$ cat src/display_macros.svh
// ====================
// Video timing and frame buffer sizes, shared by the RTL and the testbench
// ====================
`ifndef DISPLAY_MACROS_SVH
`define DISPLAY_MACROS_SVH

// Horizontal timing in pixels
`define H_ACTIVE 320
`define H_FRONT 8
`define H_SYNC 32
`define H_BACK 40
`define H_TOTAL (`H_ACTIVE + `H_FRONT + `H_SYNC + `H_BACK)

// Vertical timing in lines
`define V_ACTIVE 192
`define V_FRONT 3
`define V_SYNC 4
`define V_BACK 11
`define V_TOTAL (`V_ACTIVE + `V_FRONT + `V_SYNC + `V_BACK)

// Counter widths, sized for the totals above
`define H_CNT_W 9
`define V_CNT_W 8

// Frame buffer, two pixels per read word
`define FB_PIXELS 61440
`define FB_WORDS 30720
`define FB_ADDR_W 15
`define FB_WADDR_W (`FB_ADDR_W + 1)

`define BAR_WIDTH 40

`endif

$ cat src/displayPkg.sv
// ====================
// Pixel, sync and state types for the video output path
// ====================
`default_nettype none

package displayPkg;

  // Red in the top byte, so the struct reads as 24'hRRGGBB
  typedef struct packed {
    logic [7:0] red;
    logic [7:0] green;
    logic [7:0] blue;
  } pixelT;

  // Sync levels are active low, de is active high
  typedef struct packed {
    logic hSync;
    logic vSync;
    logic de;
  } syncT;

  // Idle levels outside the active area and after reset
  localparam syncT SyncIdle = '{hSync: 1'b1, vSync: 1'b1, de: 1'b0};

  typedef enum logic {
    FILL_RUN,
    FILL_DONE
  } fillStateT;

  // Bar colors, left to right on screen
  typedef enum logic [23:0] {
    WHITE   = 24'hFFFFFF,
    GREY    = 24'hEBEBEB,
    YELLOW  = 24'hFFFF00,
    CYAN    = 24'h00FFFF,
    GREEN   = 24'h00FF00,
    MAGENTA = 24'hFF00FF,
    RED     = 24'hFF0000,
    BLUE    = 24'h0000FF
  } barColorT;

endpackage

`default_nettype wire

$ cat src/pixelFetch.sv
// ====================
// Reads two-pixel words from the frame buffer and unpacks them into a pixel stream
// ====================
`timescale 1ns/1ps
`default_nettype none

`include "display_macros.svh"

module pixelFetch
  import displayPkg::*;
(
  input  wire logic                   USER_CLK,
  input  wire logic                   rst,
  input  wire logic                   pixelEn,
  input  wire logic                   pixelReq,
  input  wire syncT                   rawSync,
  output logic                        rdEn,
  output logic [`FB_ADDR_W-1:0]       rdAddr,
  input  wire logic [63:0]            rdData,
  output pixelT                       pixel
);

  localparam int AW = `FB_ADDR_W;
  localparam logic [AW-1:0] WordLast = AW'(`FB_WORDS - 1);

  logic [AW-1:0] wordAddr;
  logic frameFirst;
  logic oddCol;
  logic vSyncD;
  logic frameEdge;
  logic reqD;
  logic reqOdd;
  pixelT highHold;

  // Start of vertical sync marks a new frame
  assign frameEdge = pixelEn & vSyncD & ~rawSync.vSync;

  // Even columns fetch a new word
  assign rdEn = pixelReq & ~oddCol;
  assign rdAddr = frameFirst ? '0 : wordAddr;

  always_ff @(posedge USER_CLK or posedge rst) begin
    if (rst) begin
      wordAddr <= '0;
      frameFirst <= 1'b1;
      oddCol <= 1'b0;
      vSyncD <= 1'b1;
      reqD <= 1'b0;
      reqOdd <= 1'b0;
    end else begin
      reqD <= pixelReq;
      if (pixelEn) begin
        vSyncD <= rawSync.vSync;
      end
      if (pixelReq) begin
        reqOdd <= oddCol;
      end
      if (frameEdge) begin
        frameFirst <= 1'b1;
        oddCol <= 1'b0;
      end else if (pixelReq) begin
        oddCol <= ~oddCol;
        if (!oddCol) begin
          frameFirst <= 1'b0;
          wordAddr <= (rdAddr == WordLast) ? '0 : rdAddr + 1'b1;
        end
      end
    end
  end

  // Word is back one cycle after the request, pixel out the cycle after
  always_ff @(posedge USER_CLK) begin
    if (reqD) begin
      if (reqOdd) begin
        pixel <= highHold;
      end else begin
        pixel <= pixelT'(rdData[23:0]);
        highHold <= pixelT'(rdData[55:32]);
      end
    end
  end

endmodule

`default_nettype wire

$ cat config.mk
export PLATFORM = sky130hd
export DESIGN_NAME = pixelFetch
export DESIGN_NICKNAME = d
export VERILOG_FILES = /design/src/displayPkg.sv /design/src/pixelFetch.sv
export VERILOG_INCLUDE_DIRS = /design/src
export SDC_FILE = /design/constraint.sdc
export NUM_CORES = 1
export LEC_CHECK = 0
export ABC_AREA = 1
export BUFFER_PORTS_ARGS = -buffer_cell sky130_fd_sc_hd__buf_2
export CAP_MARGIN = 20
export CORE_MARGIN = 5
export CORE_UTILIZATION = 53
export CTS_CLUSTER_SIZE = 12
export DETAILED_ROUTE_END_ITERATION = 10
export MAX_ROUTING_LAYER = met4
export PLACE_DENSITY = 0.82
export SLEW_MARGIN = 20
export SYNTH_ARGS = -nofsm -noshare
export SYNTH_HDL_FRONTEND = slang
export SYNTH_SLANG_ARGS = --single-unit
$ cat constraint.sdc
create_clock -name USER_CLK -period 4.9 [get_ports USER_CLK]
set_clock_uncertainty 0.2 [all_clocks]
set_input_delay 0.98 -clock USER_CLK [delete_from_list [all_inputs] [get_ports USER_CLK]]
set_output_delay 0.98 -clock USER_CLK [all_outputs]
set_load 0.02 [all_outputs]
# Word level (Yosys, flattened, before mapping)
# Index checks and enable logic that the tools add are counted.
[word_totals]
inputBits = 71
out_inout_bits = 40
regBits = 68
[op_classes]
mux = 8
eq_ne = 2
n_reduce_logical = 4
n_bitwise = 7
n_addsub = 1
[ops]
columns = ["cell", "count"]
rows = [
  ["2-to-1 mux 15 bit", 2],
  ["2-to-1 mux 24 bit", 1],
  ["adder 15 x 1 -> 15 bit (second input constant)", 1],
  ["== test 15 bit (second input constant)", 1],
  ["2-to-1 mux 1 bit", 5],
  ["inverter 1 bit", 4],
  ["AND reduction 2 bit", 2],
  ["AND 1 bit", 3],
  ["AND reduction 3 bit", 1],
  ["inequality test 2 x 1 -> 1 bit (second input constant)", 1],
  ["nonzero test 2 bit", 1],
]

# Longest topological paths before layout
# Gate-level depths: netlist (run 1).
[depth]
word_depth = 4
depth_mapped = 11

# Least setup slack after synthesis (run 1)
# OpenSTA, ideal clock, no wires.
[synth_timing]
path_kind = "input -> output"
from = "input port pixelReq"
to = "output port rdEn"
arrival_time_ps = 1379
required_ps = 3720
slack_ps = 2341
n_path_buf = 0
path_stages = 2
cell_sequence = "inv_1 nor2_1"
[synth_via]
elab_chain_len = 1
[synth_rtl]
columns = ["item", "line_no", "text"]
rows = [
  ["from (decl)", "pixelFetch.sv:15", "input wire logic pixelReq,"],
  ["AND 1 bit", "pixelFetch.sv:39", "assign rdEn = pixelReq & ~oddCol;"],
  ["to (decl)", "pixelFetch.sv:17", "output logic rdEn,"],
]
# No other way between the ends.

# Worst setup path in the final report (run 1)
[layout_timing]
from = "register frameFirst"
to = "output port rdAddr[6]"
[layout_via]
elab_chain_len = 1
[layout_rtl]
columns = ["item", "line_no", "text"]
rows = [
  ["from (decl)", "pixelFetch.sv:27", "logic frameFirst;"],
  ["from (signal assigned)", "pixelFetch.sv:45", "frameFirst <= 1'b1;"],
  ["from (signal assigned)", "pixelFetch.sv:59", "frameFirst <= 1'b1;"],
  ["from (signal assigned)", "pixelFetch.sv:64", "frameFirst <= 1'b0;"],
  ["2-to-1 mux 15 bit", "pixelFetch.sv:40", "assign rdAddr = frameFirst ? '0 : wordAddr;"],
  ["to (decl)", "pixelFetch.sv:18", "output logic [`FB_ADDR_W-1:0] rdAddr,"],
]
# No other way between the ends.

==> parameters.txt, run 1 <==
Parameter                              Value

Run status
  Status    completed

Placed design
  Port Buffer Count    92
  Setup Slack @ Placement    2.212 ns
  Dpl hpwl    4.757 mm
  Post-Place Cell Area    0.003567 mm²
  Placer's final routability congestion estimate    0.8686

Timing
  Worst hold slack    0.2935 ns
  Time the worst path needs with I/O delays and setup    2.717 ns
  Setup repair after global routing missed its margin    no
  Slew at the pin closest to its max-slew limit    0.9918 ns
  Max frequency    368.0 MHz
  Number of failing hold endpoints at the final stage    0
  Final Cycle Share    0.5545
  Accumulated negative setup slack    0 ns
  Fin. max-slew vios    0
  Final setup violation count    0
  Final Worst Setup Slack    2.183 ns
  Worst-case headroom to the max-slew limit    0.3388

Global routing
  Vias in the first global route    2,417
  Global-route wire length before repair    11.22 mm
  Maximum number of pins on one net before global-route repair    27
  Number of antenna violations at the first check in global routing    0
  Global-route usage over all layers    0.2008
  Total grt overflow    0

Synth
  Synthesized flop and latch total    68
  Top cell type's share of synthesized area    0.4670
  Seq/Total Area, Yosys    0.6299
  Dominant combinational cell family by area after synthesis    simple AND/OR/NAND/NOR gates
  Adder and majority gate portion of the synthesized area    0.004054
  Mean cell area of the mapped netlist    9.768 µm²
  Post-synthesis instance area    0.003087 mm²
  Post-synth EDFFs    48
  Mapped Cells    316
  Share of synthesized cell area in and, or, nand and nor gates    0.2594
  Yosys warning total    0
  FFs w/ async S/R, synth    0.2941
  Distinct cells, synth    29
  Main area contributors after synthesis    edfxtp_1 47%, dfrtp_1 15%, nand2_1 15%, nand3_1 3.6%, inv_1 3.5%
  Most frequently used flop master after synthesis    edfxtp_1
  Synth Area in Compound Gates    0.02432
  Top cell type by total area after synthesis    edfxtp_1
  Post-Syn Nets    388
  Post-synthesis mux area share    0
  Synthesized-area fraction occupied by xor and xnor cells    0.01702

Worst setup path
  Arrival time worst endpoint    1.54 ns
  Endpoint required time on the critical path    3.72 ns
  Max Fanout on Critical Path    22
  Launch point of the critical path    frameFirst$_DFFE_PP1P_
  Worst R2R Start    reqD$_DFF_PP0_
  Type of the setup path with the least slack    register to output port
  Type of element launching the critical path    register
  Critical path capture point type    output port

Pwr
  Post-layout power    1.557 mW
  Cell leakage power    1.851 nW
  Power density of the placed cells    406.2 mW/mm²
  Worst-case vdd ir drop    303.6 µV

Route
  Initial drt markers    133
  First-pass DRT Iterations    5
  Avg Vias per Cell    5.031
  Via count of the routed design    2,445
  DRC violation count after routing    0
  Routed wire length    6.954 mm
  Wire length per cell    14.31 µm
  Antenna-violating nets left    0

Hold path
  Startpoint of the tightest hold check path    wordAddr[0]$_DFFE_PP0P_
  Path category of the worst min-delay check    register to register

Floorplanning
  Effective utilization at floorplan    0.5538
  FP Rows    27
  Ports placed on the boundary    111
  Die Width    86.32 µm
  Die area    0.007450 mm²
  Vert. Die Dim    86.32 µm
  Placeable core region    0.005574 mm²

Clock tree
  Post-cts gate resize count    0
  Root buffer selected by CTS    clkbuf_8
  CTS sink cnt    68
  Post-CTS setup buffers    0
  Clock-pin slew reported for the worst setup and hold paths after clock tree synthesis    0.07 ns
  Longest Clk Path Bufs    2
  Clock latency of the later-clocked register in the worst-skew pair    0.33 ns
  TritonCTS clock tree    done
  Number of buffers created by CTS    9
  H-tree lvl count    3
  Cts hold-fix bufs    0

Final layout
  Number of nets in the final layout    482
  Most frequent standard cell in the layout excluding fill and tap cells    nand2_1
  Fraction of final layout cells sized beyond drive strength 1    0.3019
  Cell area after layout    0.003834 mm²
  Commonest cells after routing, fill and taps aside    120 x nand2_1, 92 x buf_2, 48 x edfxtp_1
  Area added between synthesis and finish    24.20%
  Number of diodes    0

Flow run
  Maximum capacitance violations    0
## cells in the mapped netlist, types with 3 or more instances
master and instances:
clkbuf_1 5, o21ai_0 5, o21ai_1 6, nand3_1 22
nor2_1 28, edfxtp_1 48, dfrtp_1 18, xor2_1 5
nand2_1 120, nand3_2 3, inv_1 29, nor2_2 4
## cells by family (layout without fill, tap and decap cells)
| family | count (synthesis) | in the layout |
|---|---|---|
| buffers and inverters | 41 | 139 |
| and+or+nand+nor | 186 | 186 |
| DFF | 68 | 68 |
| adders and majority gates | 1 | 1 |
| AOI/OAI and AO/OA | 14 | 14 |
| xor gates and xnor gates | 6 | 6 |
## flip-flops by register name, summed over array words and instances, names as in the netlist
name        cells
highHold       24
frameFirst      1
reqOdd          1
vSyncD          1
pixel          24
oddCol          1
wordAddr       15
reqD            1
## metal layers
layer | up-vias | track usage | routed length, µm
met4 | 0 | 0.08499 | 162
li1 | 1207 | - | -
met3 | 16 | 0.04848 | 600
met5 | - | - | 0
met1 | 1123 | 0.2255 | 2611
met2 | 99 | 0.3427 | 3580
## layout make-up
| cell class | count | area, µm² |
|---|---|---|
| multi-input combinational | 207 | 948.4 |
| inverter | 31 | 121.4 |
| timing repair buffer | 93 | 467.9 |
| fill | 424 | 1740 |
| clock inverter | 6 | 137.6 |
| clock buffer | 9 | 123.9 |
| tap | 72 | 90.09 |
| sequential | 68 | 1944 |
## worst max-delay path, cell delays in order (launching register included)
cell	delay, ns
dfstp_2	0.71
inv_6	0.14
nand2_1	0.12
inv_1	0.07
buf_2	0.16
## final timing paths
check / to / slack (ns) / cells past startpoint
max in group asynchronous: wordAddr[0]$_DFFE_PP0P_ / 3.41 / 2
hold / removal: wordAddr[0]$_DFFE_PP0P_ / 0.29 / 2
setup / recovery: rdAddr[6] / 2.18 / 4
hold reg to reg: wordAddr[0]$_DFFE_PP0P_ / 0.29 / 2
min in group asynchronous: wordAddr[1]$_DFFE_PP0P_ / 0.59 / 2
setup reg to reg: highHold[5]$_DFFE_PP_ / 2.58 / 2
## stage by stage
step / instances / utilization
2_1_floorplan: 316 / -
6_report: 486 / 0.6878
3_5_place_dp: 471 / 0.6400
5_1_grt: 486 / 0.6878
3_3_place_gp: 471 / 0.6400
4_1_cts: 486 / 0.6869
## report_power, final
| group | internal [mW] | switching (mW) |
|---|---|---|
| logic | 0.0747 | 0.161 |
| clock network | 0.389 | 0.211 |
| registers | 0.687 | 0.0352 |
Note: power is estimated with default switching activity, not from simulation.
==> run 2, diff against run 1 <==
- CORE_UTILIZATION: 53 -> 45
- PLACE_DENSITY: 0.82 -> 0.73
- clock period: 4.9 -> 2.4 ns (I/O delays scaled with it)
==> run 2 against run 1 <==
Global-route usage decreased by 3.8 points. Critical path depth increased by 1. Sequential cell count unchanged. Die area increased by 16%. Cell area increased by 0.42%. Sequential power increased by 100%. Combinational power increased by 110%. Non-clock buffer count increased by 7. Utilization decreased by 11 points. Largest cell class unchanged. Via count decreased by 3.4%.
==> parameters.txt, run 2 (same netlist as run 1, synthesis figures left out) <==
Parameter                              Value

Global routing
  Maximum number of pins on one net before global-route repair    26
  Number of antenna violations at the first check in global routing    0
  Total grt overflow    0
  Vias in the first global route    2,231
  Global-route usage over all layers    0.1629
  Global-route wire length before repair    10.65 mm

Floorplanning
  Die Width    92.82 µm
  Effective utilization at floorplan    0.4594
  Vert. Die Dim    92.82 µm
  Die area    0.008616 mm²
  FP Rows    30
  Placeable core region    0.006719 mm²
  Ports placed on the boundary    111

Timing
  Max frequency    437.6 MHz
  Final Worst Setup Slack    0.1150 ns
  Number of failing hold endpoints at the final stage    0
  Slew at the pin closest to its max-slew limit    0.3869 ns
  Accumulated negative setup slack    0 ns
  Final Cycle Share    0.9521
  Final setup violation count    0
  Worst-case headroom to the max-slew limit    0.7417
  Fin. max-slew vios    0
  Setup repair after global routing missed its margin    no
  Time the worst path needs with I/O delays and setup    2.285 ns

Worst setup path
  Buffers plus inverters on the worst setup path    4
  CP Cell Sequence    buf_4 -> inv_6 -> nand2_1 -> inv_1 -> buf_2
  Levels on crit path    5
  Worst R2R Start    frameFirst$_DFFE_PP1P_
  Max Fanout on Critical Path    22
  Category of cells accounting for the largest share of critical-path delay    flip-flops
  Type of the setup path with the least slack    register to output port
  Reg-to-reg endpoint    wordAddr[10]$_DFFE_PP0P_
  Arrival time worst endpoint    1.61 ns
  Critical path capture point type    output port
  Crit path max-delay cell type    dfstp_2
  Type of element launching the critical path    register
  Worst R2R Path Depth    9
  Largest incremental delay on the critical path    0.63 ns
  Endpoint required time on the critical path    1.72 ns
  Worst R2R Setup Slack    0.38 ns

Pwr
  Worst-case vdd ir drop    335.3 µV
  Switching Power    0.8360 mW
  Switching power share of the total    0.2795
  Internal Power    2.155 mW
  Register share of total power    0.490
  Post-layout power    2.991 mW
  Share of total power in the clock network    0.345
  Power density of the placed cells    776.9 mW/mm²
  Combinational cell fraction of total power    0.166
  Cell leakage power    1.860 nW

Route
  Wl on met1    2.997 mm
  Length of routed met2 wiring    2.898 mm
  Top sig layer    met4
  Initial drt markers    108
  Routed wire length    6.479 mm
  Antenna-violating nets left    0
  First-pass DRT Iterations    4
  Wire length per cell    12.91 µm
  Total met3 wirelength after detailed routing    501 µm
  Avg Vias per Cell    4.703
  Via count of the routed design    2,361
  DRC violation count after routing    0

Final layout
  Cell area after layout    0.003850 mm²
  Area added between synthesis and finish    24.73%
  Fraction of final layout cells sized beyond drive strength 1    0.3104
  Number of diodes    0
  Final std cells w/o fill    502
  Most frequent standard cell in the layout excluding fill and tap cells    nand2_1
  Top Registers    highHold: 24 flops, pixel: 24 flops, wordAddr: 15 flops
  Commonest cells after routing, fill and taps aside    120 x nand2_1, 92 x buf_2, 48 x edfxtp_1
  Number of nets in the final layout    489

Placed design
  Cell count after placement    485
  Placer's final routability congestion estimate    0.8843
  Post-Place Cell Area    0.003622 mm²
  Dpl hpwl    4.782 mm
  Setup Slack @ Placement    0.3825 ns
  Port Buffer Count    92

Clock tree
  Post-CTS setup buffers    0
  Number of buffers created by CTS    9
  Clock-pin slew reported for the worst setup and hold paths after clock tree synthesis    0.07 ns
  H-tree lvl count    3
  CTS sink cnt    68
  Cts hold-fix bufs    1
  Post-cts gate resize count    0
  Root buffer selected by CTS    clkbuf_8
  Longest Clk Path Bufs    2
  Clock latency of the later-clocked register in the worst-skew pair    0.34 ns
  TritonCTS clock tree    done

Hold path
  Worst hold path stage count    1
  Worst hold path endpoint    reqD$_DFF_PP0_
  Path category of the worst min-delay check    input pin to register
  Startpoint of the tightest hold check path    pixelReq

Flow run
  Maximum capacitance violations    0

Run status
  Status    completed
-- run 2: worst reg2reg max path: stages (launching register included) --
cell and delay, ns:
dfstp_2 0.63, nor2_1 0.10, ha_1 0.25, nand3_2 0.10
nor2_2 0.05, nand2_2 0.10, nor2_1 0.07, nor2_2 0.26
nand3_1 0.13, nand2_1 0.08
-- run 2: cell type report --
cell class	count	area, µm²
clock buffer	10	127.6
clock inverter	6	90.09
fill	570	2869
inverter	31	121.4
multi-input combinational	207	943.4
sequential	68	1944
tap	80	100.1
timing repair buffer	100	523.0
-- run 2: metrics by stage --
| step | utilization | hold WS [ns] |
|---|---|---|
| after detailed placement | 0.5391 | 0.2808 |
| after CTS | 0.5730 | 0.05384 |
| final | 0.5730 | 0.06661 |
| after floorplan | - | 0.2423 |
| after global routing | 0.5730 | 0.04313 |
| after global placement | 0.5391 | 0.2752 |
-- run 2: worst max-delay path by stage --
| stage | start | to | slack [ns] |
|---|---|---|---|
| finish | frameFirst$_DFFE_PP1P_ | rdAddr[9] | 0.11 |
| global route | frameFirst$_DFFE_PP1P_ | rdAddr[9] | 0.03 |
| CTS | frameFirst$_DFFE_PP1P_ | rdAddr[9] | 0.11 |
| detailed placement | frameFirst$_DFFE_PP1P_ | wordAddr[10]$_DFFE_PP0P_ | 0.38 |
| global placement | frameFirst$_DFFE_PP1P_ | wordAddr[14]$_DFFE_PP0P_ | 0.41 |
| floorplan | reqD$_DFF_PP0_ | highHold[0]$_DFFE_PP_ | 0.23 |
-- run 2: power by group through the flow --
stage / clock [mW] / sequential [mW] / combinational (mW)
final: 1.03 / 1.46 / 0.495
after global routing: 1.11 / 1.48 / 0.554
after CTS: 1.06 / 1.46 / 0.503
after detailed placement: 0 / 1.49 / 0.500
after global placement: 0 / 1.49 / 0.489
after floorplan: 0 / 1.54 / 0.301
-- run 2: routing by layer --
layer | GRT usage | vias up
met5 | - | -
met4 | 0.04884 | 0
met3 | 0.04874 | 8
met2 | 0.2454 | 89
met1 | 0.2140 | 1047
li1 | - | 1217
==> run 3, diff against run 2 <==
- BUFFER_PORTS_ARGS: -buffer_cell sky130_fd_sc_hd__buf_2 -> not set
- CORE_UTILIZATION: 45 -> 56
- DONT_BUFFER_PORTS: not set -> 1
- PLACE_DENSITY: 0.73 -> 0.71
==> run 3 against run 2 <==
Maximum frequency rose by 13%. Utilization rose by 4.0 points. Total power fell by 11%. Sequential cell count did not move. First-iteration DRC count fell by 21%. Critical path depth fell by 3. Setup slack improved by 0.26 ns. Via count fell by 11%. Non-clock buffer count fell by 90. Sequential power rose by 5%. The flow now finishes with violations (hold timing). Clock-buffer cell count fell by 1. Clock power fell by 26%.
==> parameters.txt, run 3 (same netlist as run 1, synthesis figures left out) <==
Parameter                              Value

Run status
  Status    complete, but fails checks
  Violations in the final reports    hold timing

Flow run
  Maximum capacitance violations    0

Hold path
  Path category of the worst min-delay check    input pin to asynchronous set/reset pin

Final layout
  Total area of multi-input combinational cells    943.4 µm²
  Top Registers    highHold: 24 flops, pixel: 24 flops, wordAddr: 15 flops
  Number of nets in the final layout    399
  Fill cell total of the finished layout    478
  Most frequent standard cell in the layout excluding fill and tap cells    nand2_1
  Sequential cell area    0.001944 mm²
  Commonest cells after routing, fill and taps aside    120 x nand2_1, 48 x edfxtp_1, 29 x inv_1
  Number of diodes    0
  Final std cells w/o fill    404
  Fraction of final layout cells sized beyond drive strength 1    0.1114
  Area added between synthesis and finish    8.026%

Clock tree
  CTS sink cnt    68
  Root buffer selected by CTS    clkbuf_8
  TritonCTS clock tree    done
  Longest Clk Path Bufs    2
  Post-CTS setup buffers    0
  H-tree lvl count    3
  Clock-pin slew reported for the worst setup and hold paths after clock tree synthesis    0.07 ns
  Number of buffers created by CTS    9
  Clock latency of the later-clocked register in the worst-skew pair    0.33 ns

Global routing
  Total grt overflow    0
  Number of antenna violations at the first check in global routing    0
  GR Util met1    0.2450
  Maximum number of pins on one net before global-route repair    26
  Global-route usage over all layers    0.1879
  Global-route met2 utilization    0.2891
  Busiest layer in global routing    met2
  Global-route wire length before repair    10.16 mm
  Vias in the first global route    2,054
  Routing usage on met3    0.05005

Pwr
  Register share of total power    0.581
  Post-layout power    2.651 mW
  Switching power share of the total    0.2940
  Power density of the placed cells    795.1 mW/mm²
  Combinational cell fraction of total power    0.132
  Switching Power    0.7793 mW
  Share of total power in the clock network    0.287
  Cell leakage power    1.449 nW
  Internal Power    1.872 mW
  Worst-case vdd ir drop    511.3 µV

Floorplanning
  Effective utilization at floorplan    0.5675
  Vert. Die Dim    84.24 µm
  Die Width    84.24 µm
  Die area    0.007096 mm²
  Placeable core region    0.005439 mm²
  FP Rows    27
  Ports placed on the boundary    111

Timing
  Setup repair after global routing missed its margin    no
  Worst-case headroom to the max-slew limit    0.4759
  Fin. max-slew vios    0
  Accumulated negative setup slack    0 ns
  Worst hold slack    -0.01490 ns
  Max frequency    494.8 MHz
  Final setup violation count    0
  Time the worst path needs with I/O delays and setup    2.021 ns
  Final Cycle Share    0.8422
  Number of failing hold endpoints at the final stage    18
  Slew at the pin closest to its max-slew limit    0.7852 ns

Placed design
  Port Buffer Count    0
  Cell count after placement    387
  Dpl hpwl    4.534 mm
  Placer's final routability congestion estimate    0.9276

Route
  Initial drt markers    85
  DRC violation count after routing    0
  Antenna-violating nets left    0
  Via count of the routed design    2,103
  Routed wire length    6.122 mm
  Avg Vias per Cell    5.205
  Wire length per cell    15.15 µm
  First-pass DRT Iterations    4

Worst setup path
  CP Cell Sequence    buf_4 -> nor2_1
  Arrival time worst endpoint    1.34 ns
  Type of element launching the critical path    register
  Max Fanout on Critical Path    7
  Endpoint required time on the critical path    1.72 ns
  Largest incremental delay on the critical path    0.43 ns
  Type of the setup path with the least slack    register to output port
  Crit path max-delay cell type    nor2_1
  Critical path capture point type    output port
## run 3: changes by cell type in the layout (fill, tap and decap cells not counted)
| cell | previous run | this run |
|---|---|---|
| clkinv_2 | 1 | 0 |
| clkinv_4 | 2 | 0 |
| clkinvlp_4 | 1 | 2 |
| buf_2 | 92 | 0 |
| buf_4 | 7 | 9 |
| clkinv_1 | 0 | 5 |
| clkbuf_1 | 1 | 0 |
| bufinv_16 | 2 | 0 |
## run 3: timing repair
item / 4_1_cts / 5_1_grt
gates resized for setup: 0 / 0
hold buffers: 1 / 0
endpoints found under the hold margin: 1 / 0
## run 3: layer usage
metal	share of wire	routed length (µm)	vias to the layer above
li1	-	-	1044
met1	0.45	2743	965
met2	0.47	2878	82
met3	0.067	410	12
met4	0.015	90	0
met5	0	0	-
## run 3: worst paths after layout
| path | slack, ns | cells after the start | to | start |
|---|---|---|---|---|
| hold reg to reg | 0.30 | 2 | wordAddr[0]$_DFFE_PP0P_ | wordAddr[0]$_DFFE_PP0P_ |
| setup reg to reg | 0.41 | 9 | wordAddr[10]$_DFFE_PP0P_ | frameFirst$_DFFE_PP1P_ |
| min in group USER_CLK | 0.05 | 0 | highHold[11]$_DFFE_PP_ | rdData[43] |
| hold / removal | -0.01 | 1 | wordAddr[11]$_DFFE_PP0P_ | rst |
| max in group asynchronous | 1.52 | 1 | reqOdd$_DFFE_PP0P_ | rst |
| setup / recovery | 0.38 | 2 | rdAddr[11] | frameFirst$_DFFE_PP1P_ |
## run 3: layout make-up
cell class | instances | share of cell area
Clock buffer | 9 | 0.03715
Clock inverter | 7 | 0.01013
Inverter | 31 | 0.03640
Multi-Input combinational cell | 207 | 0.2829
Sequential cell | 68 | 0.5831
Tap cell | 72 | 0.02702
Timing Repair Buffer | 10 | 0.02326
## run 3: stage by stage
| stage | hold slack (ns) | worst slack [ns] | util | area, µm² |
|---|---|---|---|---|
| 2_1_floorplan | 0.2423 | 0.2258 | - | 3089 |
| 3_3_place_gp | 0.2804 | 0.4284 | 0.5822 | 3167 |
| 3_5_place_dp | 0.2836 | 0.4249 | 0.5822 | 3167 |
| 4_1_cts | 0.01638 | 0.3654 | 0.6131 | 3334 |
| 5_1_grt | 0.02016 | 0.2500 | 0.6131 | 3334 |
| 6_report | -0.01490 | 0.3788 | 0.6131 | 3334 |
## run 3: power groups by stage
stage	Sequential, mW	Combinational (mW)	Clock (mW)
2_1_floorplan	1.54	0.301	0
5_1_grt	1.55	0.400	0.836
4_1_cts	1.54	0.356	0.782
6_report	1.54	0.350	0.762
3_5_place_dp	1.57	0.354	0
3_3_place_gp	1.56	0.342	0
## run 3: critical path: cells and delay by family (launching register included)
family                 cells  cell delay [ns]
and+or+nand+nor            1             0.43
DFF                        1             0.41
buffers and inverters      1             0.18
