==> config.mk <==
export PLATFORM = sky130hd
export DESIGN_NAME = dviEncoder
export DESIGN_NICKNAME = d
export VERILOG_FILES = /design/src/display_macros.svh /design/src/displayPkg.sv /design/src/dviEncoder.sv
export SDC_FILE = /design/constraint.sdc
export NUM_CORES = 1
export LEC_CHECK = 0
export BUFFER_PORTS_ARGS = -buffer_cell sky130_fd_sc_hd__clkbuf_2
export CAP_MARGIN = 20
export CORE_MARGIN = 5
export CORE_UTILIZATION = 46
export CTS_CLUSTER_SIZE = 20
export DETAILED_ROUTE_END_ITERATION = 8
export HOLD_SLACK_MARGIN = 0.08
export PLACE_DENSITY_LB_ADDON = 0.15
export RECOVER_POWER = 100
export SYNTH_ARGS = -nofsm -noshare
export SYNTH_HDL_FRONTEND = slang
export SYNTH_SLANG_ARGS = --single-unit
export TNS_END_PERCENT = 1
==> constraint.sdc <==
create_clock -name USER_CLK -period 1.3 [get_ports USER_CLK]
set_input_delay 0.26 -clock USER_CLK [delete_from_list [all_inputs] [get_ports USER_CLK]]
set_output_delay 0.26 -clock USER_CLK [all_outputs]
set_load 0.01 [all_outputs]
==> src/display_macros.svh <==
// ====================
// Video timing and frame buffer sizes, shared by the RTL and the testbench
// ====================
`ifndef DISPLAY_MACROS_SVH
`define DISPLAY_MACROS_SVH

// Horizontal timing in pixels
`define H_ACTIVE 320
`define H_FRONT 8
`define H_SYNC 32
`define H_BACK 40
`define H_TOTAL (`H_ACTIVE + `H_FRONT + `H_SYNC + `H_BACK)

// Vertical timing in lines
`define V_ACTIVE 192
`define V_FRONT 3
`define V_SYNC 4
`define V_BACK 11
`define V_TOTAL (`V_ACTIVE + `V_FRONT + `V_SYNC + `V_BACK)

// Counter widths, sized for the totals above
`define H_CNT_W 9
`define V_CNT_W 8

// Frame buffer, two pixels per read word
`define FB_PIXELS 61440
`define FB_WORDS 30720
`define FB_ADDR_W 15
`define FB_WADDR_W (`FB_ADDR_W + 1)

`define BAR_WIDTH 40

`endif

==> src/displayPkg.sv <==
// ====================
// Pixel, sync and state types for the video output path
// ====================
`default_nettype none

package displayPkg;

  // Red in the top byte, so the struct reads as 24'hRRGGBB
  typedef struct packed {
    logic [7:0] red;
    logic [7:0] green;
    logic [7:0] blue;
  } pixelT;

  // Sync levels are active low, de is active high
  typedef struct packed {
    logic hSync;
    logic vSync;
    logic de;
  } syncT;

  // Idle levels outside the active area and after reset
  localparam syncT SyncIdle = '{hSync: 1'b1, vSync: 1'b1, de: 1'b0};

  typedef enum logic {
    FILL_RUN,
    FILL_DONE
  } fillStateT;

  // Bar colors, left to right on screen
  typedef enum logic [23:0] {
    WHITE   = 24'hFFFFFF,
    GREY    = 24'hEBEBEB,
    YELLOW  = 24'hFFFF00,
    CYAN    = 24'h00FFFF,
    GREEN   = 24'h00FF00,
    MAGENTA = 24'hFF00FF,
    RED     = 24'hFF0000,
    BLUE    = 24'h0000FF
  } barColorT;

endpackage

`default_nettype wire

==> src/dviEncoder.sv <==
// ====================
// DVI output stage, 12-bit double data with forwarded clock pair
// ====================
`timescale 1ns/1ps
`default_nettype none

module dviEncoder
  import displayPkg::*;
(
  input  wire logic   USER_CLK,
  input  wire logic   rst,
  input  wire logic   pixelEn,
  input  wire pixelT  pixel,
  input  wire syncT   rawSync,
  output logic [11:0] DVI_D,
  output logic        DVI_XCLK_P,
  output logic        DVI_XCLK_N,
  output logic        DVI_H,
  output logic        DVI_V,
  output logic        DVI_DE,
  output logic        DVI_RESET_B
);

  logic xclkP;
  logic resetB;
  syncT syncD;
  syncT syncOut;
  pixelT pixReg;

  always_ff @(posedge USER_CLK or posedge rst) begin
    if (rst) begin
      xclkP <= 1'b0;
      resetB <= 1'b0;
      syncD <= SyncIdle;
      syncOut <= SyncIdle;
    end else begin
      // Clock high in the cycle after each pixel slot
      xclkP <= pixelEn;
      resetB <= 1'b1;
      if (pixelEn) begin
        // Extra pixel period covers the fetch latency
        syncD <= rawSync;
        syncOut <= syncD;
      end
    end
  end

  always_ff @(posedge USER_CLK) begin
    if (pixelEn) begin
      pixReg <= pixel;
    end
  end

  // Low half with the clock high, high half with it low
  assign DVI_D = xclkP ? pixReg[11:0] : pixReg[23:12];

  assign DVI_XCLK_P = xclkP;
  assign DVI_XCLK_N = ~xclkP;
  assign DVI_H = syncOut.hSync;
  assign DVI_V = syncOut.vSync;
  assign DVI_DE = syncOut.de;
  assign DVI_RESET_B = resetB;

endmodule

`default_nettype wire

# After elaboration in Yosys (flattened, before gate mapping)
# Cells that the tools add are included.
# word_totals
reg_bits	32
input_bits	30
out_inout_bits	18
wordCells	13
# classes
n_mux	1
n_bitwise	1
# ops
cell	count
12-bit 2-to-1 mux	1
1-bit NOT	1

# Depth between registers and ports, before layout
# Gate-level depths: netlist of run 1.
# depth
ltp_word	1
depth_mapped	2
mapped_depth_nobuf	1

# Worst setup path after synthesis of run 1
# OpenSTA, ideal clock, no wires.
# synth_timing
kind	reg-to-output
start	register xclkP, in the netlist DVI_XCLK_P
end	output DVI_D[0]
t_arrival_ps	957
required_ps	1040
setup_slack_ps	83
stages_incl_launch_ff	3
path_buffers	1
path_cell_list	dfrtp_1 buf_6 mux2_4
# synth_via
elab_chain_cells	1
# synth_lines
item	line_no	text
start: declaration	dviEncoder.sv:24	logic xclkP;
start signal: assignment	dviEncoder.sv:38	xclkP <= pixelEn;
12-bit 2-to-1 mux	dviEncoder.sv:55	assign DVI_D = xclkP ? pixReg[11:0] : pixReg[23:12];
end: declaration	dviEncoder.sv:15	output logic [11:0] DVI_D,
# Every way passes these cells.

# Final worst setup path of run 1
# layout_timing
start	register xclkP, in the netlist DVI_XCLK_P
end	output DVI_D[8]
# Same word-level chain as after synthesis.

==> summary.txt, run 1 <==
Clock tree
  • TritonCTS Buffers: 5
  • Clock root cell: sky130_fd_sc_hd__clkbuf_4
  • Number of H-tree levels: 2
  • Clk sink count: 32
  • Clock slew at the register clock pins of the worst setup and hold paths: 0.10 ns
  • Source-to-sink clock delay at the later pin of the worst-skew pair: 0.31 ns
  • Deepest clock path buffer count: 2
  • TritonCTS clock tree: built
  • Post-CTS setup-driven buffer insertion count: 0

Setup path
  • Data arrival time of the critical path: 1.29 ns
  • CP max FO: 8
  • Cell count of the worst reg-to-reg path: 1
  • Dominant cell type by count on the critical path: sky130_fd_sc_hd__buf_6
  • Element type at the critical path start: flip-flop
  • WP data required: 1.04 ns
  • Highest-delay cell along the critical path: sky130_fd_sc_hd__dfrtp_1
  • Critical Path, Cell by Cell: buf_6, mux2_4, buf_6
  • Largest stage delay, worst path: 0.41 ns
  • Type of the worst setup path: reg -> out
  • Critical Path Sink Type: output pin

Drt
  • Post-detailed-route count of antenna-violating nets: 0
  • Drt wl/cell: 13.90 µm
  • Number of vias in the routed layout: 661
  • Vias per std cell: 4.622
  • DRC violation total after the first TritonRoute iteration: 6
  • Remaining design rule violation count: 0
  • Drt pass-1 iters: 3
  • Wire length after detailed routing: 1987 µm

Layout
  • Highest-count cells in the layout ignoring fill and taps: sky130_fd_sc_hd__clkbuf_2 (41), sky130_fd_sc_hd__edfxtp_1 (24), sky130_fd_sc_hd__mux2_4 (12), sky130_fd_sc_hd__clkbuf_1 (8), sky130_fd_sc_hd__mux2_2 (6)
  • Final Core Density: 63.13%
  • Most common cell after layout, fill and taps aside: sky130_fd_sc_hd__clkbuf_2
  • Post-layout nets: 142
  • Antenna Diode Count: 0
  • Fraction of final layout cells with drive strength greater than 1: 64.60%
  • Area added between synthesis and finish: 31.44%

Die
  • Effective utilization at floorplan: 48.03%
  • Number of standard-cell rows in the floorplan: 18
  • Die width: 60.86 µm
  • Height of the die: 60.86 µm
  • # IOs: 48
  • Floorplan die area: 0.003704 mm²
  • Core area: 0.002477 mm²

Power and ir drop
  • Net Sw Frac: 21.14%
  • Fraction of power consumed by the clock network: 27.2%
  • Power density normalized to cell area: 1321 mW/mm²
  • Flop pwr share: 59.7%
  • Worst vdd rail ir drop: 1.183 mV
  • Reported leakage power: 0.6981 nW
  • Switching power of the nets: 0.4367 mW
  • Logic gate share of total power: 13.0%
  • Internal power: 1.629 mW

Placement
  • Port bufs: 47
  • Final estimated routing congestion in global placement: 0.6660
  • Placed wire-length estimate: 1577 µm

Hold path
  • Class of the tightest hold or removal check: in -> reg
  • Hold-critical path depth: 1

STA
  • # setup viols final: 12
  • Max Transition Viols Final: 0
  • Fin crit share: 118.9%
  • Unrepaired setup endpoints after global routing: yes
  • Worst setup margin: -0.2455 ns
  • Worst Max-Slew Pin Slew: 0.5601 ns
  • Headroom to the max-slew limit: 62.66%
  • Final Critical Period: 1.546 ns
  • Largest clock skew in the final design: 0.01065 ns
  • Highest clock rate: 647.0 MHz
  • Hold violation count in the final report: 0
  • Worst slack on hold paths: 0.1170 ns

Logic synthesis
  • Proportion of synthesized area in mux cells: 19.87%
  • Yosys warning total: 0
  • Portion of the post-synthesis area used by sequential elements: 77.81%
  • Cell variety after synth: 9
  • Synthesized-area fraction occupied by ao, oa, aoi and oai cells: 0%
  • Flip-flop and latch count after synthesis: 32
  • Simple logic cell fraction of the synthesized area: 0%
  • Dominant combinational cell family by area after synthesis: multiplexers
  • Xor/xnor cell area share of the yosys netlist: 0%
  • Cell Area, Synth: 0.001190 mm²
  • Gate Count Post-Synth: 55
  • Syn Nets: 85
  • Post-Synthesis Mean Instance Area: 21.63 µm²
  • Adder and majority cell fraction of the synthesized area: 0%

Global routing
  • First-pass GRT wire length: 3208 µm
  • Maximum number of pins on one net before global-route repair: 15
  • Total gr overflow: 0
  • Via count of the first global-routing pass: 733
  • Combined global-route utilization of all metal layers: 12.62%
  • Number of antenna violations at the first check in global routing: 0

Flow run
  • Max-cap check violation count: 0

Run status
  • Run status: finished with violations
  • Violations in the final reports: negative setup slack
[final timing paths]
check | from | to | slack (ns)
min reg2reg | syncD[0]$_DFFE_PP0P_ | syncD[0]$_DFFE_PP0P_ | 0.52
max in group asynchronous | rst | syncD[1]$_DFFE_PP1P_ | 0.61
min | pixel[21] | pixReg[21]$_DFFE_PP_ | 0.12
max reg2reg | syncD[0]$_DFFE_PP0P_ | DVI_DE$_DFFE_PP0P_ | 0.53
max | DVI_XCLK_P$_DFF_PP0_ | DVI_D[8] | -0.25
min in group asynchronous | rst | DVI_RESET_B$_DFF_PP0_ | 0.40
[power groups by stage]
| stage | combinational (mW) | clock [mW] | sequential (mW) |
|---|---|---|---|
| after floorplan | 0.123 | 0 | 1.26 |
| after global placement | 0.254 | 0 | 1.25 |
| after detailed placement | 0.262 | 0 | 1.26 |
| after CTS | 0.273 | 0.579 | 1.24 |
| after global routing | 0.293 | 0.628 | 1.25 |
| final | 0.269 | 0.562 | 1.23 |
[repair_timing]
action | CTS | global route
hold endpoints to repair | 4 | 0
resized for setup | 5 | 4
setup endpoints to repair | 13 | 14
pin swaps | 0 | 0
hold buffers | 1 | 0
[area by class of cell]
type	instances	area, µm²
sequential	32	925.9
fill	212	913.4
timing repair buffer	52	282.8
multi-input combinational	19	251.5
clock buffer	8	58.81
tap	30	37.54
inverter	2	7.507
[routing by layer]
metal | wire length (µm) | vias up | GRT usage [%]
met4 | 21 | 0 | 4.644
met1 | 687 | 318 | 13.25
li1 | - | 316 | -
met2 | 1116 | 25 | 21.83
met5 | 0 | - | 0
met3 | 161 | 2 | 6.170
[registers in the layout, indices dropped and copies added (netlist names)]
name         flops
pixReg          24
syncD            3
DVI_DE           1
DVI_H            1
DVI_RESET_B      1
DVI_V            1
DVI_XCLK_P       1
[per-stage QoR]
step / instance area, µm² / power (mW) / cells / setup TNS, ns / setup WS, ns
after floorplan: 1190 / 1.382 / 55 / 0 / 0.08276
after global placement: 1476 / 1.506 / 134 / 0 / 0.07858
after detailed placement: 1476 / 1.518 / 134 / 0 / 0.06986
after CTS: 1564 / 2.088 / 143 / -3.152 / -0.2671
after global routing: 1564 / 2.168 / 143 / -3.903 / -0.3263
final: 1564 / 2.065 / 143 / -2.871 / -0.2455
[critical path, delay by kind of cell, from the launching register on]
family                 cells  cell delay, ns
muxes                      1            0.30
DFF                        1            0.41
buffers and inverters      2            0.28
[cell usage after synthesis]
master	count	share of area (%)
sky130_fd_sc_hd__conb_1	1	0.32
sky130_fd_sc_hd__buf_6	1	0.95
sky130_fd_sc_hd__mux2_4	9	11
sky130_fd_sc_hd__dfstp_2	4	8.8
sky130_fd_sc_hd__dfrtp_1	4	8.4
sky130_fd_sc_hd__edfxtp_1	24	61
sky130_fd_sc_hd__inv_1	2	0.63
sky130_fd_sc_hd__buf_2	1	0.42
sky130_fd_sc_hd__mux2_2	9	8.5
[cell families (layout without fill, tap and decap cells)]
kind of cell,count (synthesis),after routing
buffers and inverters,4,62
flip-flops,32,32
multiplexers,18,18
other,1,1
No activity file was read; power rests on OpenSTA's default activity.
==> run 2, diff against run 1 <==
Settings changed: ABC_AREA from default to 1.
Clock period 1.3 ns to 1.5 ns, I/O delays scaled along.
==> run 2 against run 1 <==
  * The run now ends clean
  * Count of clock-buffer cells in the layout fell by 1
  * Non-clock buffer count stayed put
  * Core utilization is 1.0 points lower
  * Sequential power shrank 14%
  * Critical path depth up 1
  * Global-route usage up 0.26 points
  * Sequential share of layout area increased by 1.6 points
  * Final cell count is 26% higher
==> summary.txt, run 2 <==
STA
  • Worst setup margin: 0.06755 ns (+0.3131 ns)
  • Highest clock rate: 698.1 MHz
  • Final Critical Period: 1.432 ns
  • Largest clock skew in the final design: 0.001662 ns (-0.008987 ns)
  • Unrepaired setup endpoints after global routing: yes
  • Fin crit share: 95.50%
  • Worst Max-Slew Pin Slew: 0.8219 ns (+0.2617 ns)
  • Hold violation count in the final report: 0 (unchanged)
  • Headroom to the max-slew limit: 45.21% (-17 points)
  • # setup viols final: 0 (-12)
  • Max Transition Viols Final: 0 (unchanged)
  • Post-Route Setup TNS: 0 ns (+2.871 ns)

Layout
  • Final Cell Area: 0.001525 mm² (-2.5%)
  • Largest register by flop count: pixReg
  • Antenna Diode Count: 0 (unchanged)
  • Flip-flop count of the largest register after layout: 24 (unchanged)
  • Final Core Density: 62.13% (-1.0 points)
  • Highest-count cells in the layout ignoring fill and taps: sky130_fd_sc_hd__nand2_1 (50), sky130_fd_sc_hd__clkbuf_2 (41), sky130_fd_sc_hd__edfxtp_1 (24), sky130_fd_sc_hd__clkbuf_1 (7), sky130_fd_sc_hd__clkbuf_4 (5)
  • Post-layout nets: 179 (+26%)
  • Most common cell after layout, fill and taps aside: sky130_fd_sc_hd__nand2_1
  • Area added between synthesis and finish: 31.22%
  • Fraction of final layout cells with drive strength greater than 1: 39.33% (-25 points)
  • Largest registers ranked by flip-flop count: pixReg x24, syncD x3

Clock tree
  • TritonCTS Buffers: 5 (unchanged)
  • Deepest clock path buffer count: 2 (unchanged)
  • TritonCTS clock tree: built
  • Number of H-tree levels: 2 (unchanged)
  • Post-CTS setup-driven buffer insertion count: 0 (unchanged)
  • Clock root cell: sky130_fd_sc_hd__clkbuf_4
  • Clk sink count: 32 (unchanged)
  • Source-to-sink clock delay at the later pin of the worst-skew pair: 0.32 ns (about the same)
  • Clock slew at the register clock pins of the worst setup and hold paths: 0.09 ns (about the same)

Placement
  • Final estimated routing congestion in global placement: 0.6478 (-2.7%)
  • Place WS: 0.3612 ns (+0.2914 ns)
  • Instance area at placement: 0.001451 mm² (-1.7%)
  • Port bufs: 47 (unchanged)
  • Placed wire-length estimate: 1536 µm (-2.6%)

Logic synthesis
  • Yosys warning total: 0 (unchanged)
  • Syn Nets: 122 (+44%)
  • Commonest register cell after synthesis: sky130_fd_sc_hd__edfxtp_1
  • Cell variety after synth: 9 (unchanged)
  • Fraction of registers with async set or reset after synthesis: 25.00% (unchanged)
  • Leading area contributor after synthesis: sky130_fd_sc_hd__edfxtp_1
  • Portion of the post-synthesis area used by sequential elements: 79.66% (+1.8 points)
  • Dominant cell by count in the synthesized netlist: sky130_fd_sc_hd__nand2_1
  • Gate Count Post-Synth: 92 (+67%)
  • Top-area cell type share of the netlist area: 62.00% (+1.4 points)
  • Most numerous cell types in the synthesized netlist: sky130_fd_sc_hd__nand2_1 (54), sky130_fd_sc_hd__edfxtp_1 (24), sky130_fd_sc_hd__dfrtp_1 (4), sky130_fd_sc_hd__dfstp_2 (4), sky130_fd_sc_hd__inv_1 (2)
  • Leading post-synthesis cells by cell area: sky130_fd_sc_hd__edfxtp_1 (62%), sky130_fd_sc_hd__nand2_1 (17%), sky130_fd_sc_hd__dfstp_2 (9.0%)
  • Cell Area, Synth: 0.001162 mm² (-2.3%)
  • Post-Synthesis Mean Instance Area: 12.63 µm² (-42%)
  • Number of enable flip-flop cells after synthesis: 24 (unchanged)
  • Flip-flop and latch count after synthesis: 32 (unchanged)

Setup path
  • Largest stage delay, worst path: 0.45 ns (+0.04 ns)
  • Critical Path, Cell by Cell: buf_6, nand2_2, nand2_2, buf_6
  • WP data required: 1.20 ns (+0.16 ns)
  • Highest-delay cell along the critical path: sky130_fd_sc_hd__dfrtp_2
  • Critical R2R Launch: syncD[1]$_DFFE_PP1P_
  • R2R setup slack: 0.76 ns (+0.23 ns)
  • CP max FO: 7 (-1)
  • R2r endpoint: DVI_V$_DFFE_PP1P_
  • Cell count of the worst reg-to-reg path: 2 (+1)
  • Data arrival time of the critical path: 1.13 ns (-0.16 ns)
  • Critical Path Sink Type: output pin
  • Element type at the critical path start: flip-flop
  • Type of the worst setup path: reg -> out

Drt
  • Number of vias in the routed layout: 778 (+18%)
  • Post-detailed-route count of antenna-violating nets: 0 (unchanged)
  • Remaining design rule violation count: 0 (unchanged)
  • Drt pass-1 iters: 4 (+1)
  • Wire length after detailed routing: 2096 µm (+5.5%)
  • DRC violation total after the first TritonRoute iteration: 18 (+12)
  • Vias per std cell: 4.322 (-6.5%)
  • Drt wl/cell: 11.64 µm (-16%)

Power and ir drop
  • Power density normalized to cell area: 1107 mW/mm² (-16%)
  • Reported leakage power: 0.7361 nW (+5.4%)
  • Worst vdd rail ir drop: 0.8870 mV (-25%)

Die
  • Effective utilization at floorplan: 47.35% (-0.68 points)
  • Number of standard-cell rows in the floorplan: 18 (unchanged)
  • # IOs: 48 (unchanged)
  • Die width: 60.27 µm (-0.97%)
  • Height of the die: 60.27 µm (-0.97%)
  • Core area: 0.002455 mm² (-0.91%)
  • Floorplan die area: 0.003632 mm² (-1.9%)

Hold path
  • Hold Startpoint: pixel[5]
  • Hold-critical path depth: 1 (unchanged)
  • Endpoint of the worst hold-timing path: pixReg[5]$_DFFE_PP_
  • Class of the tightest hold or removal check: in -> reg

Global routing
  • Maximum number of pins on one net before global-route repair: 17 (+2)
  • Total gr overflow: 0 (unchanged)
  • Via count of the first global-routing pass: 770 (+5.0%)
  • First-pass GRT wire length: 3243 µm (+1.1%)
  • Number of antenna violations at the first check in global routing: 0 (unchanged)
  • Combined global-route utilization of all metal layers: 12.87% (+0.26 points)

Flow run
  • Max-cap check violation count: 0 (unchanged)

Run status
  • Run status: complete, no violations
[run 2: changes by cell type after synthesis]
cell,previous run,this run
sky130_fd_sc_hd__buf_2,1,0
sky130_fd_sc_hd__buf_4,0,1
sky130_fd_sc_hd__inv_2,0,1
sky130_fd_sc_hd__mux2_2,9,0
sky130_fd_sc_hd__mux2_4,9,0
sky130_fd_sc_hd__nand2_1,0,54
[run 2: layout make-up]
| cell class | instances | area [µm²] |
|---|---|---|
| clock buffers | 7 | 45.04 |
| clock inverters | 1 | 5.005 |
| fillers | 223 | 929.6 |
| inverters | 3 | 16.27 |
| multi-input cells | 55 | 216.5 |
| flip-flops and latches | 32 | 927.1 |
| well taps | 30 | 37.54 |
| repair buffers | 52 | 277.8 |
[run 2: worst max path at each step]
| stage | from | to | slack (ns) | cells past startpoint |
|---|---|---|---|---|
| 6_report | DVI_XCLK_P$_DFF_PP0_ | DVI_D[1] | 0.07 | 4 |
| 5_1_grt | DVI_XCLK_P$_DFF_PP0_ | DVI_D[11] | -0.02 | 4 |
| 4_1_cts | DVI_XCLK_P$_DFF_PP0_ | DVI_D[8] | 0.01 | 4 |
| 3_5_place_dp | DVI_XCLK_P$_DFF_PP0_ | DVI_D[8] | 0.36 | 4 |
| 3_3_place_gp | DVI_XCLK_P$_DFF_PP0_ | DVI_D[8] | 0.37 | 4 |
| 2_1_floorplan | DVI_XCLK_P$_DFF_PP0_ | DVI_D[0] | 0.41 | 4 |
[run 2: power by group]
part / switching (mW) / internal (mW)
combinational: 0.108 / 0.0883
sequential: 0.0253 / 1.04
clock: 0.249 / 0.182
total: 0.382 / 1.31
[run 2: stage by stage]
step	cells	hold slack (ns)	power, mW
after floorplan	92	0.1128	1.161
after global placement	170	0.2372	1.270
after detailed placement	170	0.2378	1.277
after CTS	179	0.1363	1.711
after global routing	180	0.1224	1.789
final	180	0.1531	1.689
[run 2: cell families after synthesis]
kind of cell           after synthesis  share of synthesized area (%)
buffers and inverters                5                          2.584
AND/OR/NAND/NOR                     54                          17.44
other                                1                         0.3226
flip-flops                          32                          79.66
[run 2: repair_timing]
| item | CTS | global route |
|---|---|---|
| hold endpoints to repair | 4 | 0 |
| hold buffers | 1 | 0 |
| gates resized for setup | 0 | 15 |
| setup endpoints to repair | 0 | 12 |
[run 2: critical path, delay by kind of cell, from the launching register on]
family	cells	cell delay [ns]
flip-flops	1	0.45
buffers and inverters	2	0.26
AND/OR/NAND/NOR	2	0.11
[run 2: layer usage]
| metal | vias to the layer above | part of all wire [%] | track usage (%) | wire [µm] |
|---|---|---|---|---|
| met4 | 0 | 0.48 | 4.747 | 10 |
| met2 | 33 | 48 | 20.06 | 1012 |
| met3 | 2 | 9.8 | 6.479 | 205 |
| met5 | - | 0 | 0 | 0 |
| met1 | 333 | 41 | 15.22 | 869 |
| li1 | 410 | - | - | - |
==> run 3, diff against run 2 <==
Settings changed: CELL_PAD_IN_SITES_DETAIL_PLACEMENT from default to 0, CELL_PAD_IN_SITES_GLOBAL_PLACEMENT from default to 2, CORE_UTILIZATION 46 to 28, MAX_ROUTING_LAYER from default to met4.
==> run 3 against run 2 <==
  * First-iteration DRC count is 100% higher
  * Combinational power shrank 3%
  * Sequential share of layout area shrank 1.3 points
  * Critical endpoint is now DVI_D[10]
  * Largest cell class unchanged
  * Highest routed layer unchanged
==> summary.txt, run 3 (synthesized netlist as in run 2, its figures left out) <==
STA
  • Worst setup margin: 0.07992 ns (+0.01237 ns)
  • Headroom to the max-slew limit: 54.90% (+9.7 points)
  • Final Critical Period: 1.420 ns (-0.01237 ns)
  • Highest clock rate: 704.2 MHz (+0.87%)
  • Hold violation count in the final report: 0 (unchanged)
  • Largest clock skew in the final design: 0.0007368 ns (-0.0009255 ns)
  • Worst slack on hold paths: 0.1923 ns (+0.03926 ns)
  • Fin crit share: 94.67% (-0.82 points)
  • Unrepaired setup endpoints after global routing: yes
  • Max Transition Viols Final: 0 (unchanged)
  • Worst Max-Slew Pin Slew: 0.6765 ns (-0.1454 ns)
  • # setup viols final: 0 (unchanged)

Hold path
  • Class of the tightest hold or removal check: in -> reg
  • Hold-critical path depth: 1 (unchanged)

Die
  • Core area: 0.004000 mm² (+63%)
  • Effective utilization at floorplan: 29.06% (-18 points)
  • Floorplan die area: 0.005540 mm² (+53%)
  • Number of standard-cell rows in the floorplan: 23 (+5)
  • Die width: 74.43 µm (+23%)
  • # IOs: 48 (unchanged)
  • Height of the die: 74.43 µm (+23%)

Power and ir drop
  • Overall power of the completed layout: 1.861 mW (+10%)
  • Switching power of the nets: 0.4257 mW (+11%)
  • Logic gate share of total power: 10.2% (-1.4 points)
  • Internal power: 1.435 mW (+9.8%)
  • Reported leakage power: 0.7431 nW (+0.94%)
  • Flop pwr share: 57.1% (-5.7 points)
  • Net Sw Frac: 22.87% (+0.24 points)
  • Fraction of power consumed by the clock network: 32.7% (+7.2 points)
  • Worst vdd rail ir drop: 0.5159 mV (-42%)
  • Power density normalized to cell area: 1195 mW/mm² (+7.9%)

Setup path
  • Highest-delay cell along the critical path: sky130_fd_sc_hd__dfrtp_2
  • CP max FO: 6 (-1)
  • Largest stage delay, worst path: 0.43 ns (-0.02 ns)
  • Type of the worst setup path: reg -> out
  • Dominant cell type by count on the critical path: sky130_fd_sc_hd__nand2_1
  • Critical Path, Cell by Cell: clkbuf_4, nand2_1, nand2_1, clkbuf_2
  • Critical Path Sink Type: output pin
  • Cell count of the worst reg-to-reg path: 2 (unchanged)
  • Element type at the critical path start: flip-flop
  • Data arrival time of the critical path: 1.12 ns (about the same)
  • WP data required: 1.20 ns (about the same)

Clock tree
  • Clk sink count: 32 (unchanged)
  • Clock root cell: sky130_fd_sc_hd__clkbuf_8
  • Source-to-sink clock delay at the later pin of the worst-skew pair: 0.27 ns (-0.05 ns)
  • TritonCTS Buffers: 5 (unchanged)
  • Clock slew at the register clock pins of the worst setup and hold paths: 0.07 ns (-0.02 ns)
  • Deepest clock path buffer count: 2 (unchanged)
  • Number of H-tree levels: 2 (unchanged)
  • TritonCTS clock tree: built

Drt
  • Wire length after detailed routing: 2354 µm (+12%)
  • Remaining design rule violation count: 0 (unchanged)
  • Drt pass-1 iters: 3 (-1)
  • Number of vias in the routed layout: 801 (+3.0%)
  • Vias per std cell: 4.005 (-7.3%)
  • Post-detailed-route count of antenna-violating nets: 0 (unchanged)
  • DRC violation total after the first TritonRoute iteration: 36 (+18)
  • Drt wl/cell: 11.77 µm (+1.1%)

Layout
  • Most common cell after layout, fill and taps aside: sky130_fd_sc_hd__nand2_1
  • Largest register by flop count: pixReg
  • Largest registers ranked by flip-flop count: pixReg x24, syncD x3
  • Fill cell instance count of the final layout: 407 (+83%)
  • Final Cell Area: 0.001558 mm² (+2.1%)
  • Area taken by multi-input logic gates: 206.4 µm² (-4.6%)
  • Post-layout nets: 179 (unchanged)
  • Area added between synthesis and finish: 34.01%
  • Flip-flop count of the largest register after layout: 24 (unchanged)
  • Combined flip-flop and latch cell area: 927.1 µm² (unchanged)
  • Final Core Density: 38.94% (-23 points)
  • Highest-count cells in the layout ignoring fill and taps: sky130_fd_sc_hd__nand2_1 (54), sky130_fd_sc_hd__clkbuf_2 (42), sky130_fd_sc_hd__edfxtp_1 (24), sky130_fd_sc_hd__clkbuf_1 (7), sky130_fd_sc_hd__clkbuf_8 (5)
  • Antenna Diode Count: 0 (unchanged)
  • Fraction of final layout cells with drive strength greater than 1: 38.00% (-1.3 points)

Flow run
  • Max-cap check violation count: 0 (unchanged)

Global routing
  • Maximum number of pins on one net before global-route repair: 16 (-1)
  • Number of antenna violations at the first check in global routing: 0 (unchanged)
  • Via count of the first global-routing pass: 819 (+6.4%)
  • First-pass GRT wire length: 3712 µm (+14%)
  • Combined global-route utilization of all metal layers: 9.744% (-3.1 points)
  • Total gr overflow: 0 (unchanged)

Placement
  • Instance area at placement: 0.001464 mm² (+0.86%)
  • Placed wire-length estimate: 1732 µm (+13%)
  • Place WS: 0.3208 ns (-0.04036 ns)
  • Final estimated routing congestion in global placement: 0.6913 (+6.7%)
  • Port bufs: 47 (unchanged)

Run status
  • Run status: complete, no violations
-- run 3: what timing repair did --
action	4_1_cts	5_1_grt
gates resized for setup	0	4
hold buffers	1	0
setup buffers	0	0
hold endpoints to repair	4	0
endpoints found under the setup margin	0	10
-- run 3: worst max-delay path, delay by kind of cell (launching register included) --
kind | cells | cell delay, ns
flip-flops | 1 | 0.43
AND/OR/NAND/NOR | 2 | 0.11
buffers and inverters | 2 | 0.30
-- run 3: layout make-up --
| cell class | instances | share of cell area (%) |
|---|---|---|
| repair buffers | 52 | 17.03 |
| flip-flops and latches | 32 | 59.52 |
| multi-input cells | 55 | 13.25 |
| well taps | 50 | 4.016 |
| inverters | 3 | 0.8835 |
| clock buffers | 5 | 4.418 |
| clock inverters | 3 | 0.8835 |
-- run 3: metal layers --
| layer | wire, µm | global-route usage (%) | up-vias |
|---|---|---|---|
| li1 | - | - | 412 |
| met1 | 1074 | 11.91 | 353 |
| met2 | 1024 | 13.07 | 31 |
| met3 | 209 | 5.135 | 5 |
| met4 | 45 | 4.743 | 0 |
| met5 | 0 | - | - |
-- run 3: final timing paths --
| kind | startpoint | endpoint | slack, ns |
|---|---|---|---|
| max | DVI_XCLK_P$_DFF_PP0_ | DVI_D[10] | 0.08 |
| min | pixel[18] | pixReg[18]$_DFFE_PP_ | 0.19 |
| max reg2reg | syncD[2]$_DFFE_PP1P_ | DVI_H$_DFFE_PP1P_ | 0.77 |
| min reg2reg | DVI_V$_DFFE_PP1P_ | DVI_V$_DFFE_PP1P_ | 0.46 |
| max in group asynchronous | rst | DVI_V$_DFFE_PP1P_ | 0.72 |
| min in group asynchronous | rst | syncD[0]$_DFFE_PP0P_ | 0.50 |
-- run 3: power groups by stage --
stage               clock (mW)  sequential (mW)  combinational (mW)
detailed placement           0             1.08               0.197
global placement             0             1.08               0.195
finish                   0.608             1.06               0.190
floorplan                    0             1.08              0.0778
CTS                      0.638             1.06               0.200
global route             0.684             1.07               0.216
-- run 3: through the flow --
stage,cells,TNS [ns]
floorplan,92,0
global placement,190,0
detailed placement,190,0
CTS,199,0
global route,200,-0.002348
finish,200,0
